--- config.mk ---
export PLATFORM = sky130hd
export DESIGN_NAME = delay_line
export DESIGN_NICKNAME = d
export VERILOG_FILES = /design/src/verilog/delay_pkg.sv /design/src/verilog/delay_line.sv
export SDC_FILE = /design/constraint.sdc
export NUM_CORES = 1
export LEC_CHECK = 0
export ABC_AREA = 1
export BUFFER_PORTS_ARGS = -buffer_cell sky130_fd_sc_hd__buf_2
export CAP_MARGIN = 40
export CORE_UTILIZATION = 55
export CTS_CLUSTER_DIAMETER = 120
export DETAILED_ROUTE_END_ITERATION = 10
export PLACE_DENSITY = 0.79
export SETUP_SLACK_MARGIN = 0.5
export SLEW_MARGIN = 30
export SYNTH_ARGS = -nofsm -noshare
export SYNTH_HDL_FRONTEND = slang
export SYNTH_SLANG_ARGS = --single-unit
--- constraint.sdc ---
create_clock -name clk -period 18.8 [get_ports clk]
set_clock_uncertainty 0.05 [all_clocks]
set_input_delay 1.88 -clock clk [delete_from_list [all_inputs] [get_ports clk]]
set_output_delay 1.88 -clock clk [all_outputs]
set_load 0.05 [all_outputs]
--- src/verilog/delay_pkg.sv ---
package delay_pkg;

    localparam int sample_width = 16;
    localparam int pot_width = 10;
    localparam int gain_width = 11;
    localparam int gain_shift = 10;
    localparam int gain_unity = 1 << gain_shift;

    localparam int delay_depth = 65536;
    localparam int addr_width = 16;
    localparam int delay_scale_shift = 6; // Delay length is the rate span times 64.

    localparam int wet_full_threshold = 1016; // Top of the wet pot snaps to unity.

    localparam int sample_max = 32767;
    localparam int sample_min = -32768;

    // Wide enough for any product of a sample and a gain, plus a sum of two.
    localparam int acc_width = 2 * sample_width;

    // Clamps a wide signed value into the audio sample range.
    function automatic logic signed [sample_width-1:0] saturate(
        input logic signed [acc_width-1:0] value
    );
        logic signed [sample_width-1:0] result;
        if (value > acc_width'(sample_max)) begin
            result = sample_width'(sample_max);
        end else if (value < acc_width'(sample_min)) begin
            result = sample_width'(sample_min);
        end else begin
            result = value[sample_width-1:0];
        end
        return result;
    endfunction

endpackage

--- src/verilog/delay_line.sv ---
`timescale 1ns/10ps

module delay_line
    import delay_pkg::*;
    (
        input  logic                           clk,
        input  logic                           rst,

        input  logic                           map_valid,
        input  logic signed [sample_width-1:0] dry_sample,
        input  logic [addr_width:0]            delay_len,
        input  logic [gain_width-1:0]          feedback_gain,

        input  logic signed [sample_width-1:0] rd_data,
        output logic [addr_width-1:0]          rd_addr,
        output logic [addr_width-1:0]          wr_addr,
        output logic signed [sample_width-1:0] wr_data,
        output logic                           wr_en,

        output logic signed [sample_width-1:0] delayed_sample,
        output logic                           delayed_valid
    );

    logic [addr_width-1:0]        write_ptr;
    logic [1:0]                   valid_pipe; // Matches the two read stages of the memory.
    logic signed [acc_width-1:0]  fb_product;
    logic signed [acc_width-1:0]  fb_sum;

    // A full 65536 sample delay wraps onto the write pointer itself.
    assign rd_addr = write_ptr - delay_len[addr_width-1:0];
    assign wr_addr = write_ptr;

    assign delayed_valid  = valid_pipe[1];
    assign delayed_sample = rd_data;

    assign fb_product = acc_width'(rd_data) * acc_width'($signed({1'b0, feedback_gain}));
    assign fb_sum     = acc_width'(dry_sample) + (fb_product >>> gain_shift);

    always_ff @(posedge clk) begin
        if (rst) begin
            valid_pipe <= '0;
        end else begin
            valid_pipe <= {valid_pipe[0], map_valid};
        end
    end

    // The echo is written one cycle after the read returns, then the pointer moves on.
    always_ff @(posedge clk) begin
        if (rst) begin
            wr_en     <= 1'b0;
            write_ptr <= '0;
        end else begin
            wr_en <= delayed_valid;
            if (wr_en) begin
                write_ptr <= write_ptr + 1'b1;
            end
        end
    end

    always_ff @(posedge clk) begin
        if (delayed_valid) begin
            wr_data <= saturate(fb_sum);
        end
    end

endmodule

After elaboration in Yosys (flattened, before gate mapping) --
Cells that the tools add are included.
Cells by class: add/sub/neg operators 3, multipliers 1, order comparisons 2, multiplexer cells 1
Operator list (count):
- $mul 16x12->28 | 1
- $add 16x18->19 | 1
- $gt 19x16->1 const B | 1
- $lt 19x16->1 const B | 1
- $add 16x1->16 const B | 1
- $mux 16 | 1
- $sub 16x16->16 | 1
Storage, ports and cells: register bits 35, word-level logic and storage cells 11

Longest topological paths before layout --
depth in word-level cells 4, gate-level depth with buffers 39

Worst setup path after synthesis --
Ideal clock, no wire load.
path kind input port to flip-flop, from input port feedback_gain[8], to register wr_data[9], data pin, data arrival time 7.698 ns, data required time 18.498 ns, slack 10.799 ns, stages 31, cells stage by stage clkbuf_1 clkbuf_1 nand2_1 fa_1 inv_1 fa_1 fa_1 fa_1 inv_1 fa_1 inv_1 ha_1 nand2_1 nor2_1 inv_1 nor3_1 nand3_1 o211ai_1 xor2_1 ha_1 nand2_1 inv_1 nand2_1 nand2_1 a21oi_1 nand3_1 nand2_1 nand4_1 nand2_4 buf_12 nand2_1
Between the ends: longest elaborated chain between the ends 4, elaborated cells between the ends (all ways) 5, classes of those cells 1 x add/sub; 1 x mul; 2 x order compare; 1 x mux
RTL lines:
- from (decl) | RTL line delay_line.sv:12 | input logic [gain_width-1:0] feedback_gain,
- $mul 16x12->28 * | RTL line delay_line.sv:36 | assign fb_product = acc_width'(rd_data) * acc_width'($signed({1'b0, feedback_gain}));
- $add 16x18->19 * | RTL line delay_line.sv:37 | assign fb_sum = acc_width'(dry_sample) + (fb_product >>> gain_shift);
- $lt 19x16->1 | RTL line delay_pkg.sv:28 | end else if (value < acc_width'(sample_min)) begin
- $mux 16 | RTL line delay_pkg.sv:28
- to (signal assigned) | RTL line delay_line.sv:62 | wr_data <= saturate(fb_sum);
- to (decl) | RTL line delay_line.sv:17 | output logic signed [sample_width-1:0] wr_data,
Mark *: on every way between the ends. The rest lies on a longest branch, timed or not. A chain may end at the register's enable or synchronous reset.

Final worst setup path --
from input port feedback_gain[3], to register wr_data[6], data pin
Same word-level chain as after synthesis.

==> out/results.ini <==
[outcome]
outcome = finished, violations left
violations = design-rule violations

[synth]
ys_seq_area_share_pct = 8.44
ys_dominant_reg_cell = dfxtp_1
synth_area_per_cell_um2 = 7.16
synthArstFlopShare_pct = 0
netlist.area_leader.share_pct = 31.8
yosys_warnings = 0
syn_inst = 1424
synth_cell_types = 40
synth_edf_count = 16
synth_nets = 1742
ys_ff_latch = 35
ys_top_cells_by_area = fa_1, nand2_1, inv_1
yosysTopAreaCell = fa_1
synth_area_mm2 = 0.0102

[worst_setup_path]
path_buf_inv = 5
cp-end-kind = register
startpoint_type = primary input
crit_arrival_ps = 8270
worst_path_most_repeated_cell = nand2_1
crit_fanout = 16
cp_data_required_time_ps = 18770
crit_family = adder cells
cp_slowest_cell = fa_1
max_stage_delay_ps = 550
worstSetupPathType = primary input to register

[routing]
first_iter_violations = 505
routed_wirelength_mm = 23.0
vias_per_cell = 5.11
wire_per_inst_um = 13.2
drc_errors = 17
via_count = 8856
drt_first_pass_iters = 8
ant_nets = 0

[global_route]
grt_overflow = 0
track_usage_pct = 25.6
grt_pass1_vias = 9110
grt_start_max_net_pins = 19
grt_pass1_wl_mm = 40.5
grt_antenna_before_repair = 0

[sta]
worst_pin_slew_ps = 775
setup_violations = 0
whs_ps = 355
relSlewSlack_pct = 48.3
period_share_pct = 44.1
rsz0062_at_grt = no
finalSetupTns_ps = 0
finalMaxSlewViolations = 0
hold_viol_final = 0
layout_min_cycle_time_ps = 8300
clock.fmax_mhz = 120

[clock_network]
clk_pin_slew_ps = 50
cts_resized = 0
clk_latency_ps = 270
cts_tree = yes
root_buffer = clkbuf_16
cts_buffer_depth = 2
htree_num_levels = 2
cts_sinks = 35
ctsHoldBuffers = 0
cts_setup_buffers = 0
cts_buffers = 5

[finish]
drive_above_1_share_pct = 10.2
area_delta_synth_final_pct = 7.50
antenna_cells = 0
final_common_cell = nand2_1
layout.nets = 1821
final_cell_mix = nand2_1, inv_1, fa_1, buf_2, ha_1

[floorplanning]
die_height_um = 138
dieArea_mm2 = 0.0191
io-pin-count = 129
rows = 49
die_width_um = 138
core_mm2 = 0.0181
start_util_pct = 56.4

[place]
placement.io_buffers = 127
hpwl_mm = 19.4
gp_congestion = 0.951

[hold_path]
min_path_type = register to register

[flow_run]
maxCapViolCount = 0

==> area by class of cell <==
type / instances / area, um2
multi-input combinational: 948 / 7590
fill: 1635 / 7120
inverter: 386 / 1450
sequential: 35 / 861
timing repair buffer: 127 / 636
tap: 229 / 287
clock buffer: 7 / 133
clock inverter: 1 / 5.00
==> worst register-to-register path, stage by stage (launching register included) <==
cell and delay [ps]:
dfxtp_1 390, inv_1 110, nor3_1 340, nand2_1 140, nor2_1 160, nand3_1 160
nor3_1 230, xor2_1 190, nor2_1 50
==> cell families after synthesis <==
kind of cell / Yosys count / share of synthesized area, %
simple gates: 539 / 21.6
buf+inv: 441 / 17.1
fa+ha+maj: 255 / 43.2
compound gates: 112 / 6.00
xor+xnor: 42 / 3.61
flops: 35 / 8.44
==> stage by stage <==
| stage | instance area [um2] | utilization, % | worst slack, ps | std cells |
|---|---|---|---|---|
| after global placement | 10800 | 59.8 | 10500 | 1725 |
| after floorplan | 10200 | - | 10800 | 1424 |
| after detailed placement | 10800 | 59.8 | 10330 | 1725 |
| after global routing | 11000 | 60.6 | 10030 | 1733 |
| final | 11000 | 60.6 | 10500 | 1733 |
| after CTS | 11000 | 60.6 | 10600 | 1733 |
==> Yosys cell counts (5+ instances only) <==
master	number
fa_1	162
buf_4	17
clkbuf_1	35
nand4_1	8
dfxtp_1	19
xor2_1	29
xnor2_1	13
inv_1	384
nor3_1	15
nand3_1	31
o21a_1	5
o21ai_0	26
nor2_1	52
nand2_1	404
ha_1	93
edfxtp_1	16
a21oi_1	62
nand2_2	9
==> path summary, 6_finish.rpt <==
path / slack (ps) / from / cells past startpoint / endpoint
max: 10500 / feedback_gain[3] / 28 / wr_data[6]$_SDFFCE_PN1P_
min: 360 / valid_pipe[0]$_SDFF_PP0_ / 2 / valid_pipe[1]$_SDFF_PP0_
max reg2reg: 16860 / wr_addr[1]$_SDFFE_PP0P_ / 8 / wr_addr[13]$_SDFFE_PP0P_
min reg2reg: 360 / valid_pipe[0]$_SDFF_PP0_ / 2 / valid_pipe[1]$_SDFF_PP0_
==> registers in the layout, indices dropped and copies added (netlist names) <==
name	flops
wr_addr	16
wr_data	16
wr_en	1
valid_pipe	2
==> metal layers <==
metal	part of all wire, %	GRT usage (%)	wire length, um
met1	41	30.9	9390
met2	51	48.2	11800
met3	5.1	2.29	1160
met4	2.8	8.22	647
met5	0	0	0
Power is not shown: default switching activity piles up to over one toggle a cycle in this logic, so the estimate is an artifact.
