## src/verilog/delay_pkg.sv

```systemverilog
package delay_pkg;

    localparam int sample_width = 16;
    localparam int pot_width = 10;
    localparam int gain_width = 11;
    localparam int gain_shift = 10;
    localparam int gain_unity = 1 << gain_shift;

    localparam int delay_depth = 65536;
    localparam int addr_width = 16;
    localparam int delay_scale_shift = 6; // Delay length is the rate span times 64.

    localparam int wet_full_threshold = 1016; // Top of the wet pot snaps to unity.

    localparam int sample_max = 32767;
    localparam int sample_min = -32768;

    // Wide enough for any product of a sample and a gain, plus a sum of two.
    localparam int acc_width = 2 * sample_width;

    // Clamps a wide signed value into the audio sample range.
    function automatic logic signed [sample_width-1:0] saturate(
        input logic signed [acc_width-1:0] value
    );
        logic signed [sample_width-1:0] result;
        if (value > acc_width'(sample_max)) begin
            result = sample_width'(sample_max);
        end else if (value < acc_width'(sample_min)) begin
            result = sample_width'(sample_min);
        end else begin
            result = value[sample_width-1:0];
        end
        return result;
    endfunction

endpackage

```

## src/verilog/pot_mapper.sv

```systemverilog
`timescale 1ns/10ps

module pot_mapper
    import delay_pkg::*;
    (
        input  logic                           clk,
        input  logic                           rst,

        input  logic [pot_width-1:0]           pot_wet,
        input  logic [pot_width-1:0]           pot_rate,
        input  logic [pot_width-1:0]           pot_feedback,

        input  logic signed [sample_width-1:0] sample_in,
        input  logic                           sample_in_valid,

        output logic signed [sample_width-1:0] dry_sample,
        output logic [addr_width:0]            delay_len,
        output logic [gain_width-1:0]          wet_gain,
        output logic [gain_width-1:0]          feedback_gain,
        output logic                           map_valid
    );

    logic [gain_width-1:0] rate_span;
    logic [addr_width:0]   next_delay_len;
    logic [gain_width-1:0] next_wet_gain;

    // A full-up rate pot gives the shortest delay, span 1, and zero gives 1024.
    assign rate_span = gain_width'(gain_unity) - {1'b0, pot_rate};
    assign next_delay_len = {rate_span, {delay_scale_shift{1'b0}}};

    assign next_wet_gain = (pot_wet >= wet_full_threshold) ? gain_width'(gain_unity)
                                                           : {1'b0, pot_wet};

    always_ff @(posedge clk) begin
        if (rst) begin
            map_valid <= 1'b0;
        end else begin
            map_valid <= sample_in_valid;
        end
    end

    // Settings are held from one sample to the next, so a pot move lands on a sample boundary.
    always_ff @(posedge clk) begin
        if (sample_in_valid) begin
            dry_sample    <= sample_in;
            delay_len     <= next_delay_len;
            wet_gain      <= next_wet_gain;
            feedback_gain <= {1'b0, pot_feedback};
        end
    end

endmodule

```

## config.mk

```make
export PLATFORM = sky130hd
export DESIGN_NAME = pot_mapper
export DESIGN_NICKNAME = d
export VERILOG_FILES = /design/src/verilog/delay_pkg.sv /design/src/verilog/pot_mapper.sv
export SDC_FILE = /design/constraint.sdc
export NUM_CORES = 1
export LEC_CHECK = 0
export ABC_AREA = 1
export BUFFER_PORTS_ARGS = -buffer_cell sky130_fd_sc_hd__buf_2
export CORE_MARGIN = 1
export CORE_UTILIZATION = 41
export CTS_BUF_LIST = sky130_fd_sc_hd__clkbuf_4 sky130_fd_sc_hd__clkbuf_8
export CTS_CLUSTER_DIAMETER = 100
export CTS_CLUSTER_SIZE = 30
export DETAILED_ROUTE_END_ITERATION = 10
export GPL_TIMING_DRIVEN = 0
export PLACE_DENSITY = 0.78
export SYNTH_ARGS = -nofsm -noshare
export SYNTH_HDL_FRONTEND = slang
export SYNTH_SLANG_ARGS = --single-unit
```

## constraint.sdc

```tcl
create_clock -name clk -period 1 [get_ports clk]
set_input_delay 0.1 -clock clk [delete_from_list [all_inputs] [get_ports clk]]
set_output_delay 0.1 -clock clk [all_outputs]
set_load 0.005 [all_outputs]
```

Word level (Yosys, flattened, before mapping). Index checks and enable logic that the tools add are counted.

$add $sub $neg: 1. Multiplexer cells: 1. Order comparisons: 1.

Operators with widths (count): 11-bit 2-to-1 mux (1); 11-bit by 10-bit subtractor with 11-bit output (first input constant) (1); 10-bit >= comparator (second input constant) (1).

Register bits: 49. Input port bits: 49. Logic and storage cells: 9.

Depth between registers and ports, before layout.
Depth in word-level cells: 2. Gate-level depth with buffers: 7. Gate-level depth less buffers: 7.

Least setup slack after synthesis. No wires, ideal clock.

Kind: input -> register. From: input port pot_rate[0]. To: register delay_len[12] (data pin). Stages on the path: 7. Slack: 0.058 ns. Path buffers: 0. Data arrival time: 0.689 ns. Setup time: 0.252 ns. Data required time: 0.748 ns. Cells stage by stage: inv_1 ha_1 nand2_1 nor2_2 nand2_1 nand2_1 nand2_1.

Word-level cells in the longest chain between the ends: 1.

Ends and longest elaborated chain: start, declared (RTL line pot_mapper.sv:10) `input logic [pot_width-1:0] pot_rate,`; 11-bit by 10-bit subtractor with 11-bit output (RTL line pot_mapper.sv:28) `assign rate_span = gain_width'(gain_unity) - {1'b0, pot_rate};`; named net rate_span[6] (RTL line pot_mapper.sv:23) `logic [gain_width-1:0] rate_span;`; end signal, assigned (RTL line pot_mapper.sv:46) `delay_len <= next_delay_len;`; end, declared (RTL line pot_mapper.sv:17) `output logic [addr_width:0] delay_len,`.

The timed path passes the listed nets, and every way through them passes these cells. A chain may end at the register's enable or synchronous reset.

Worst setup path after layout.
From: register dry_sample[6]. To: output port dry_sample[6].

RTL lines: start, declared (RTL line pot_mapper.sv:16) `output logic signed [sample_width-1:0] dry_sample,`; start signal, assigned (RTL line pot_mapper.sv:45) `dry_sample <= sample_in;`.

No word-level cell between the ends.

==> flow_summary.toml <==
[pwr]
ir_drop_mv = 0.742
p_total_mw = 4.45
p_per_area_nw_per_um2 = 1570
p_leak_nw = 1.31

[cts]
cts_made_buffers = 5
ctsRootBufferMaster = "clkbuf_8"
cts_max_level = 2
cts_buffer_depth = 2
post-cts-setup-buffer-count = 0
clk_pin_slew_ns = 0.08
cts.sinks = 49
cts_tree = "yes"

[finish]
area_growth_pct = 52.5
num_antenna_cells = 0
seqCellArea_um2 = 1460
drive_gt1_share_pct = 44.4
fin_nets = 319
fillers = 334
final_cells = 322
multi_input_area_um2 = 283

[routing]
drc_errors = 0
drt-total-wl_mm = 4.20
vias = 1418
routed_via_density = 4.40
drt-initial-drc-count = 67
firstDrtPassIters = 4
wl_per_cell_um = 13.1
ant_nets = 0

[synthesis]
syn_avg_cell_area_um2 = 14.2
syn_inst = 131
synth_top_area_cell = "edfxtp_1"
ys_seq_area_share_pct = 78.5
syn_area_um2 = 1860
ys_types = 18
ys_top_cells_by_area = "edfxtp_1, inv_1, buf_4, nor2_1, nand2_1"
synth_top_area_share_pct = 77.5
yosysWarningCount = 0
yosys_register_bits = 49

[setup_path]
slowest_delay_ns = 0.39
worstPathCellList = "buf_2"
cp_max_fo = 1
crit_type = "reg -> out"
startpoint_type = "register"
crit_buf_inv = 1
cp_slowest_cell = "edfxtp_1"
critPathCaptureType = "output pin"
required_ns = 0.90
crit_family = "flip-flops"
arrival_ns = 0.82

[global_route]
grt_pass1_vias = 1338
grt_max_degree = 50
antenna_found_initial = 0
grt_pass1_wl_mm = 6.54
grt-ovfl-total = 0
grt_use_total_pct = 18.0

[floorplanning]
die_h_um = 69.4
io_pins = 105
num_rows = 24
initial_core_util_pct = 42.7
fp.dieArea_um2 = 4810
die_w_um = 69.4
fp.coreArea_um2 = 4350

[sta]
rsz0062_at_grt = "false"
final-max-slew-violation-count = 0
fmax_mhz = 1080
setup_viol_count_final = 0
worst_slew_pin_slew_ns = 0.635
hold_viol = 0
finalCriticalPeriod_ns = 0.923
period_share_pct = 92.3
relSlewSlack_pct = 57.7

[place]
dp.cells = 286
place_congestion = 0.794
portBuffers = 97
place.detailed.hpwl_mm = 2.69

[worst_hold_path]
whs_endpoint = "wet_gain[0]"
min_path_cells = 3
worstHoldPathType = "in -> reg"
hp-start = "pot_wet[0]"

[outcome]
run_status = "finished clean"

[job]
cap_violations = 0
power by group:
part	internal (mW)	switching, mW
Sequential	2.43	0.0370
Combinational	0.287	0.241
Clock	0.843	0.612
state kept, by name, summed over array words and instances (netlist names):
name and flops:
delay_len 11, map_valid 1, wet_gain 11, feedback_gain 10, dry_sample 16
worst max path at each step:
| stage | from | slack, ns | end | cells past startpoint |
|---|---|---|---|---|
| finish | dry_sample[6] | 0.08 | dry_sample[6] | 1 |
| global route | delay_len[14] | 0.03 | delay_len[14] | 1 |
| CTS | sample_in_valid | 0.01 | dry_sample[2] | 1 |
| detailed placement | sample_in_valid | -0.31 | dry_sample[2] | 1 |
| global placement | sample_in_valid | -0.28 | dry_sample[5] | 1 |
| floorplan | pot_rate[0] | 0.06 | delay_len[12] | 7 |
per-stage QoR:
step / setup slack [ns] / TNS, ns / area [µm²] / util (%) / hold slack, ns
final: 0.0765 / 0 / 2840 / 65.1 / 0.100
after global routing: 0.0288 / 0 / 2840 / 65.1 / 0.0942
after CTS: 0.0113 / 0 / 2830 / 65.1 / 0.0971
after detailed placement: -0.310 / -15.37 / 2430 / 55.9 / 0.264
after global placement: -0.283 / -13.88 / 2430 / 55.9 / 0.263
after floorplan: 0.0584 / 0 / 1880 / - / 0.171
per-layer routing:
metal  GRT usage [%]  up-vias  share of wire (%)
met1            18.9      635                 38
met3            5.38        9                9.1
met2            32.7       74                 50
met5               0        -                  0
li1                -      700                  -
met4            8.39        0                2.3
synth_stat cells:
library cell,number
xor2_1,2
ha_1,1
conb_1,1
nor2_4,1
o21ai_0,1
edfxtp_1,48
dfxtp_1,1
o21ai_1,2
nand4_1,3
nor2_2,4
nor2_1,16
nand2_2,1
nand3_1,5
buf_4,8
nand2_1,15
inv_2,1
xnor2_1,1
inv_1,20
area by class of cell:
type	count	area share (%)
sequential	49	51.5
timing repair buffer	125	27.1
multi-input combinational	59	9.97
clock buffer	7	3.18
inverter	21	2.78
tap	52	2.29
buffer	8	2.12
clock inverter	1	1.06
kinds of logic after synthesis:
logic type / Yosys count / share of synthesized area (%)
buffers and inverters: 29 / 7.46
other: 1 / 0.202
flip-flops: 49 / 78.5
XOR/XNOR: 3 / 1.41
adder cells (fa/ha/maj): 1 / 0.672
AO/OA/AOI/OAI: 3 / 0.807
AND/OR/NAND/NOR: 45 / 10.9
cell usage in the layout (no fill, tap or decap):
| master | n |
|---|---|
| buf_2 | 96 |
| inv_1 | 20 |
| clkbuf_8 | 6 |
| ha_1 | 1 |
| nand2_1 | 15 |
| xor2_1 | 2 |
| inv_2 | 1 |
| nand2_2 | 1 |
| nand4_1 | 3 |
| o21ai_1 | 2 |
| dfxtp_1 | 1 |
| buf_4 | 8 |
| bufinv_16 | 1 |
| o21ai_0 | 1 |
| clkbuf_4 | 2 |
| nor2_2 | 4 |
| nand3_1 | 5 |
| xnor2_1 | 1 |
| conb_1 | 7 |
| nor2_4 | 1 |
| nor2_1 | 16 |
| edfxtp_1 | 48 |
| dlygate4sd3_1 | 28 |
repair_timing:
action	in CTS	in global routing
setup endpoints to repair	0	49
hold endpoints to repair	28	0
gates resized for setup	0	1
hold buffers	28	0
Power figures use the tool's default switching activity.
