**src/verilog/delay_pkg.sv**
```systemverilog
package delay_pkg;

    localparam int sample_width = 16;
    localparam int pot_width = 10;
    localparam int gain_width = 11;
    localparam int gain_shift = 10;
    localparam int gain_unity = 1 << gain_shift;

    localparam int delay_depth = 65536;
    localparam int addr_width = 16;
    localparam int delay_scale_shift = 6; // Delay length is the rate span times 64.

    localparam int wet_full_threshold = 1016; // Top of the wet pot snaps to unity.

    localparam int sample_max = 32767;
    localparam int sample_min = -32768;

    // Wide enough for any product of a sample and a gain, plus a sum of two.
    localparam int acc_width = 2 * sample_width;

    // Clamps a wide signed value into the audio sample range.
    function automatic logic signed [sample_width-1:0] saturate(
        input logic signed [acc_width-1:0] value
    );
        logic signed [sample_width-1:0] result;
        if (value > acc_width'(sample_max)) begin
            result = sample_width'(sample_max);
        end else if (value < acc_width'(sample_min)) begin
            result = sample_width'(sample_min);
        end else begin
            result = value[sample_width-1:0];
        end
        return result;
    endfunction

endpackage

```
**src/verilog/wet_dry_mixer.sv**
```systemverilog
`timescale 1ns/10ps

module wet_dry_mixer
    import delay_pkg::*;
    (
        input  logic                           clk,
        input  logic                           rst,

        input  logic                           delayed_valid,
        input  logic signed [sample_width-1:0] dry_sample,
        input  logic signed [sample_width-1:0] delayed_sample,
        input  logic [gain_width-1:0]          wet_gain,

        output logic signed [sample_width-1:0] sample_out,
        output logic                           sample_out_valid
    );

    logic [gain_width-1:0]       dry_gain;
    logic signed [acc_width-1:0] dry_term;
    logic signed [acc_width-1:0] wet_term;
    logic signed [acc_width-1:0] mix_acc;

    // The two gains always add up to unity, so the mix is a true crossfade.
    assign dry_gain = gain_width'(gain_unity) - wet_gain;

    assign dry_term = acc_width'(dry_sample) * acc_width'($signed({1'b0, dry_gain}));
    assign wet_term = acc_width'(delayed_sample) * acc_width'($signed({1'b0, wet_gain}));
    assign mix_acc  = (dry_term + wet_term) >>> gain_shift;

    always_ff @(posedge clk) begin
        if (rst) begin
            sample_out       <= '0;
            sample_out_valid <= 1'b0;
        end else begin
            sample_out_valid <= delayed_valid;
            if (delayed_valid) begin
                sample_out <= saturate(mix_acc); // Held until the next sample.
            end
        end
    end

endmodule
```
**config.mk**
```make
export PLATFORM = sky130hd
export DESIGN_NAME = wet_dry_mixer
export DESIGN_NICKNAME = d
export VERILOG_FILES = /design/src/verilog/delay_pkg.sv /design/src/verilog/wet_dry_mixer.sv
export SDC_FILE = /design/constraint.sdc
export NUM_CORES = 1
export LEC_CHECK = 0
export ABC_AREA = 1
export ABC_CLOCK_PERIOD_IN_PS = 20800
export BUFFER_PORTS_ARGS = -buffer_cell sky130_fd_sc_hd__buf_2
export CORE_MARGIN = 1.5
export CORE_UTILIZATION = 51
export CTS_CLUSTER_SIZE = 28
export DETAILED_ROUTE_END_ITERATION = 12
export GPL_TIMING_DRIVEN = 0
export PLACE_DENSITY = 0.67
export SKIP_LAST_GASP = 1
export SLEW_MARGIN = 15
export SYNTH_ARGS = -nofsm -noshare
export SYNTH_HDL_FRONTEND = slang
export SYNTH_SLANG_ARGS = --single-unit
```
**constraint.sdc**
```tcl
create_clock -name clk -period 20.8 [get_ports clk]
set_input_delay 1.04 -clock clk [delete_from_list [all_inputs] [get_ports clk]]
set_output_delay 1.04 -clock clk [all_outputs]
set_load 0.01 [all_outputs]
```
**Yosys cells after proc, flatten, opt, wreduce, memory -nomap -nowiden**

Index checks and enable logic that the tools add are counted.

- Add/sub/neg operators: 2
- Multipliers: 2
- $lt $le $gt $ge: 2
- Muxes and demuxes: 2

Operator list:

| cell | count |
|---|---|
| 16-bit by 12-bit multiplier with 28-bit output | 2 |
| 16-bit two-way mux | 2 |
| 28-bit by 28-bit adder with 29-bit output | 1 |
| 19-bit by 16-bit > comparator with 1-bit output (second input constant) | 1 |
| 19-bit by 16-bit < comparator with 1-bit output (second input constant) | 1 |
| 11-bit subtractor (first input constant) | 1 |

- Register bits: 17
- Bits of input ports: 46
- Word-level logic and storage cells: 10

**Longest topological paths before layout**

Gate-level depths: netlist of the first run.

- Depth after elaboration: 6
- Mapped depth: 44

**Worst setup path before layout of the first run**

No wires, ideal clock.

- Path type: input port to flip-flop
- Start point: input port wet_gain[1]
- End point: register sample_out[0]
- Setup time: 0.122 ns
- Data arrival time: 8.084 ns
- Setup slack: 12.594 ns
- Cell stages on the path: 39
- Buffers on the path: 4
- Cells stage by stage: buf_2 > buf_1 > inv_1 > ha_1 > inv_1 > nor3_1 > inv_1 > or2_1 > nor3_1 > inv_1 > nor2_1 > nand3_1 > xor2_1 > buf_6 > nor2_1 > ha_1 > fa_1 > inv_1 > [3 not listed] > inv_1 > fa_1 > inv_1 > fa_1 > inv_1 > ha_1 > inv_1 > nor3_1 > nand2_1 > nor3_1 > nand2_1 > nand2_1 > nand2_1 > nand2_1 > a21oi_1 > nor2_2 > buf_2 > a21oi_1

- Word-level cells in the longest chain between the ends: 6
- Elaborated cells between the ends (all ways): 8

Ends and longest elaborated chain:

| what | line | source |
|---|---|---|
| start, declared | wet_dry_mixer.sv:12 | `input logic [gain_width-1:0] wet_gain,` |
| 11-bit subtractor | wet_dry_mixer.sv:24 | `assign dry_gain = gain_width'(gain_unity) - wet_gain;` |
| 16-bit by 12-bit multiplier with 28-bit output | wet_dry_mixer.sv:26 | `assign dry_term = acc_width'(dry_sample) * acc_width'($signed({1'b0, dry_gain}));` |
| 28-bit by 28-bit adder with 29-bit output * | wet_dry_mixer.sv:28 | `assign mix_acc = (dry_term + wet_term) >>> gain_shift;` |
| 19-bit by 16-bit < comparator with 1-bit output | delay_pkg.sv:28 | `end else if (value < acc_width'(sample_min)) begin` |
| 16-bit two-way mux | delay_pkg.sv:28 |  |
| 16-bit two-way mux * | delay_pkg.sv:26 | `if (value > acc_width'(sample_max)) begin` |
| end signal, assigned | wet_dry_mixer.sv:37 | `sample_out <= saturate(mix_acc);` |
| end, declared | wet_dry_mixer.sv:14 | `output logic signed [sample_width-1:0] sample_out,` |

Mark *: on every way between the ends. The rest lies on a longest branch, timed or not.
A chain may end at the register's enable or synchronous reset.

**Worst setup path after layout of the first run**

- Start point: input port wet_gain[0]
- End point: register sample_out[5]

The elaborated chain is that of the path after synthesis.

==> results of run 1 <==
metal layers:
metal,up-vias,global-route usage (%),part of all wire [%]
met3,106,2.51,4.7
li1,5288,-,-
met5,-,0,0
met4,0,13.8,6.3
met2,332,47.3,50
met1,5667,33.4,39
final cells by class:
class / instances / area [um^2]
sequential: 17 / 340
timing repair buffer: 53 / 265
tap: 384 / 480
clock buffer: 4 / 78.8
buffer: 54 / 243
inverter: 644 / 2420
fill: 2852 / 13000
multi-input combinational: 1163 / 11700
worst max path at each step:
stage,startpoint,slack (ps),cells after the start,to
final,wet_gain[0],10820,33,sample_out[5]
after global routing,wet_gain[0],10330,33,sample_out[3]
after CTS,wet_gain[0],10900,33,sample_out[5]
after detailed placement,wet_gain[0],10670,33,sample_out[5]
after global placement,wet_gain[0],10730,33,sample_out[7]
after floorplan,wet_gain[1],12590,39,sample_out[0]
synth_stat cells (all sizes together):
cell type | count | area share, %
a21boi | 1 | 0.051
a21o | 2 | 0.10
a21oi | 44 | 1.5
a31oi | 2 | 0.085
buf | 14 | 0.63
clkbuf | 40 | 1.0
clkinv | 6 | 0.15
dfxtp | 17 | 2.3
fa | 375 | 51
ha | 106 | 9.0
inv | 638 | 16
nand2 | 385 | 9.8
nand3 | 13 | 0.48
nand3b | 3 | 0.15
nand4 | 2 | 0.085
nor2 | 158 | 4.1
nor3 | 9 | 0.34
nor4 | 2 | 0.085
o2111ai | 1 | 0.059
o21ai | 26 | 0.91
o21bai | 2 | 0.10
or2 | 4 | 0.17
or3 | 1 | 0.076
xnor2 | 10 | 0.59
xor2 | 17 | 1.1
logic make-up (layout without fill, tap and decap cells):
kind of cell / after synthesis / in the layout / share of synthesized area [%]
AND/OR/NAND/NOR: 577 / 577 / 15.3
XOR/XNOR: 27 / 27 / 1.65
flip-flops: 17 / 17 / 2.31
adder cells (fa/ha/maj): 481 / 481 / 59.9
buffers and inverters: 698 / 755 / 18.0
AO/OA/AOI/OAI: 78 / 78 / 2.80
stage by stage:
step / instances / cell area (um^2) / util [%] / hold slack, ps
after floorplan: 1878 / 14700 / - / 481
after global placement: 2315 / 15500 / 54.3 / 448
after detailed placement: 2315 / 15500 / 54.3 / 451
after CTS: 2319 / 15600 / 54.5 / 460
after global routing: 2319 / 15600 / 54.5 / 483
final: 2319 / 15600 / 54.5 / 455
flip-flops by register name (all words and copies together) (netlist names):
name,flops
sample_out,16
sample_out_valid,1
worst register-to-register path, cell delays in order (launching register included):
cell and delay [ps]:
dfxtp_1 310, o21ai_0 160, a21oi_1 60
==> flow_summary_export.csv, run 1 <==
group,metric,value,unit
drt,route.detailed.drc,0,
critical_path,cp_num_buf_inv,11,
critical_path,setup.worst_path.end_class,"flip-flop",
critical_path,critical_path_class,"in2reg",
floorplanning,fp.dieH,173,um
finish,syn_to_final_growth,5.59,%
sta,fin_worst_skew,0,ps
floorplanning,dieArea,29900,um^2
clock_network,htree_levels,1,
critical_path,rr_startpoint,"sample_out[3]",
finish,drive_above_1_share,3.98,%
clock_network,clk_pin_slew,50,ps
clock_network,hold_buffers,0,
placed_design,dp_slack,10670,ps
yosys,synthCells,1878,
finish,insertedDiodeCount,0,
clock_network,cts_setup_buffers,0,
placed_design,gp_congestion,0.916,
drt,via_per_inst,4.91,
critical_path,r2r_slack,20150,ps
placed_design,numPortBuffers,53,
finish,mostFrequentLayoutCell,"inv_1",
sta,rsz0062_at_grt,"false",
floorplanning,core,28500,um^2
yosys,avgSynthCellArea,7.85,um^2
clock_network,clock-root-buffer,"clkbuf_16",
min_path,hold_path_depth,2,
min_path,hp-start,"sample_out[15]",
critical_path,crit_arrival,10110,ps
drt,drt_wl_total,37.3,mm
yosys,synth_warnings,0,
critical_path,worst-r2r-cell-count,2,
flow_run,maxCapViolations,0,
clock_network,clock_latency,240,ps
placed_design,dp.final_hpwl,33.8,mm
floorplanning,initial_core_util,51.7,%
clock_network,cts.path.max_buffers,2,
run_status,status,"completed",
yosys,synth_seq_area_share,2.31,%
yosys,yosysUniqueCellTypes,36,
global_route,grt_max_degree,11,
critical_path,path_max_fanout,10,
sta,max-slew-margin-rel,26.2,%
drt,vias,11400,
drt,firstDrtPassIters,6,
critical_path,worstReg2RegEnd,"sample_out[3]",
floorplanning,rows,62,
critical_path,critPathRequiredTime,20930,ps
critical_path,cpLargestDelayFamily,"adder cells",
sta,fin_crit_sh,48.0,%
global_route,grt_pass1_vias,12300,
drt,routedWlPerCell,16.1,um
floorplanning,io_pins,63,
clock_network,cts.repair.resized,0,
sta,setup_ws,10820,ps
critical_path,start_kind,"primary input",
floorplanning,die_w,173,um
sta,finalSetupViolCount,0,
clock_network,cts_tree,"done",
critical_path,cpPeakStageDelay,860,ps
sta,finalHoldViolations,0,
critical_path,cp_slowest_cell,"xnor2_1",
clock_network,numCtsBuffers,3,
min_path,hold_path.class,"reg2reg",
yosys,synth_nets,2405,
sta,min_period,9980,ps
sta,setup_tns,0,ps
finish,most-common-layout-cells,"inv_1, nand2_1, fa_1, nor2_1, ha_1",
sta,tightest_slew,1100,ps
global_route,grt_util_all_layers,27.0,%
sta,clock.fmax,100,MHz
clock_network,cts.sinks,17,
drt,drtAntennaViolNets,0,
global_route,antenna_found_initial,0,
global_route,grt_pass1_wl,62.9,mm
drt,drtIter0Drc,692,
yosys,netlist_area,14700,um^2
global_route,overflow,0,
sta,drv_slew,0,
yosys,ys_ff_latch,17,
min_path,whs_endpoint,"sample_out[15]",
finish,nNetsFinal,2463,
Power of run 1 is left out: the tool's default activity adds up to more than one toggle a clock period on the data nets, which glitch-free logic cannot reach.
==> run 2: changes to the inputs <==
ABC_CLOCK_PERIOD_IN_PS = 8750   (was 20800)
PLACE_DENSITY = 0.7   (was 0.67)
clock period = 8.75 ns   (was 20.8 ns; I/O delays follow)
==> run 2 against run 1 <==
  * Critical path depth up 6
  * Non-clock buffer count is 3 higher
  * Worst hold slack worse by 85 ps
  * Clock skew unchanged
  * Worst setup slack worse by 10000 ps
==> flow_summary_export.csv, run 2 (synthesis results as in run 1) <==
group,metric,value,unit
placed_design,gp_congestion,0.910,
min_path,hold_path_depth,2,
drt,drtIter0Drc,783,
sta,fin_crit_sh,95.2,%
critical_path,critical_path_class,"in2reg",
placed_design,numPortBuffers,53,
placed_design,dp.final_hpwl,33.6,mm
critical_path,path_max_fanout,10,
critical_path,start_kind,"primary input",
floorplanning,io_pins,63,
finish,fin_area,15700,um^2
sta,tightest_slew,935,ps
placed_design,place_inst,2315,
finish,most-common-layout-cells,"inv_1, nand2_1, fa_1, nor2_1, ha_1",
finish,largest_reg_flops,16,
critical_path,cpPeakStageDelay,570,ps
sta,max-slew-margin-rel,37.7,%
sta,drv_slew,0,
finish,nNetsFinal,2466,
sta,min_period,8330,ps
critical_path,setup.worst_path.end_class,"flip-flop",
floorplanning,dieArea,29900,um^2
critical_path,cp_slowest_cell,"fa_1",
clock_network,htree_levels,1,
clock_network,numCtsBuffers,3,
min_path,hold_path.class,"in2reg",
floorplanning,fp.dieH,173,um
run_status,status,"completed",
finish,largest_register,"sample_out",
global_route,grt_max_degree,16,
critical_path,path_depth,39,
drt,firstDrtPassIters,5,
global_route,antenna_found_initial,1,
critical_path,critPathRequiredTime,8880,ps
floorplanning,die_w,173,um
drt,via_per_inst,4.93,
finish,syn_to_final_growth,6.75,%
critical_path,crit_arrival,8460,ps
finish,final_cells,2323,
clock_network,cts.path.max_buffers,2,
floorplanning,core,28500,um^2
critical_path,critPathMostFrequentCell,"inv_1",
placed_design,dpl_cell_area,15500,um^2
sta,finalSetupViolCount,0,
finish,reg.largest.list,"sample_out x16, sample_out_valid x1",
global_route,overflow,0,
drt,route.detailed.drc,0,
drt,drt_wl_total,37.2,mm
sta,clock.fmax,120,MHz
drt,routedWlPerCell,16.0,um
clock_network,clock-root-buffer,"clkbuf_16",
sta,finalHoldViolations,0,
drt,vias,11500,
floorplanning,rows,62,
floorplanning,initial_core_util,51.7,%
critical_path,cp_num_buf_inv,14,
global_route,grt_pass1_vias,12400,
clock_network,cts.sinks,17,
clock_network,clock_latency,250,ps
critical_path,cpLargestDelayFamily,"adder cells",
finish,mostFrequentLayoutCell,"inv_1",
finish,drive_above_1_share,5.57,%
drt,drtAntennaViolNets,0,
clock_network,cts_tree,"done",
sta,setup_tns,0,ps
clock_network,clk_pin_slew,50,ps
critical_path,worst-r2r-cell-count,2,
global_route,grt_pass1_wl,62.3,mm
global_route,grt_util_all_layers,26.9,%
flow_run,maxCapViolations,0,
sta,fin_worst_skew,0,ps
## run 2: layer usage
layer,track usage [%],part of all wire [%]
met1,33.6,39
met2,48.1,51
met3,1.28,4.7
met4,12.9,5.7
met5,0,0
## run 2: metrics by stage
| stage | setup WS [ps] | hold slack, ps | utilization, % |
|---|---|---|---|
| 2_1_floorplan | 1150 | 481 | - |
| 3_3_place_gp | -666 | 448 | 54.3 |
| 3_5_place_dp | -806 | 455 | 54.3 |
| 4_1_cts | 53.5 | 367 | 54.6 |
| 5_1_grt | -34.1 | 379 | 55.1 |
| 6_report | 423 | 371 | 55.1 |
## run 2: what timing repair did
action / 4_1_cts / 5_1_grt
pin swaps: 0 / 3
hold buffers: 0 / 0
setup endpoints to repair: 16 / 16
gates resized for setup: 3 / 37
setup buffers: 0 / 4
## run 2: layout make-up
cell class,count,area [um^2]
diodes,1,2.50
plain buffers,53,248
clock buffers,4,78.8
fillers,2784,12800
inverters,644,2420
multi-input cells,1163,11900
flip-flops and latches,17,340
well taps,384,480
repair buffers,57,295
## run 2: final timing paths
path	start	end	slack (ps)
max	wet_gain[1]	sample_out[9]	420
min	rst	sample_out_valid	370
max reg2reg	sample_out[9]	sample_out[9]	8030
min reg2reg	sample_out[15]	sample_out[15]	470
Power of run 2 is left out for the same reason.
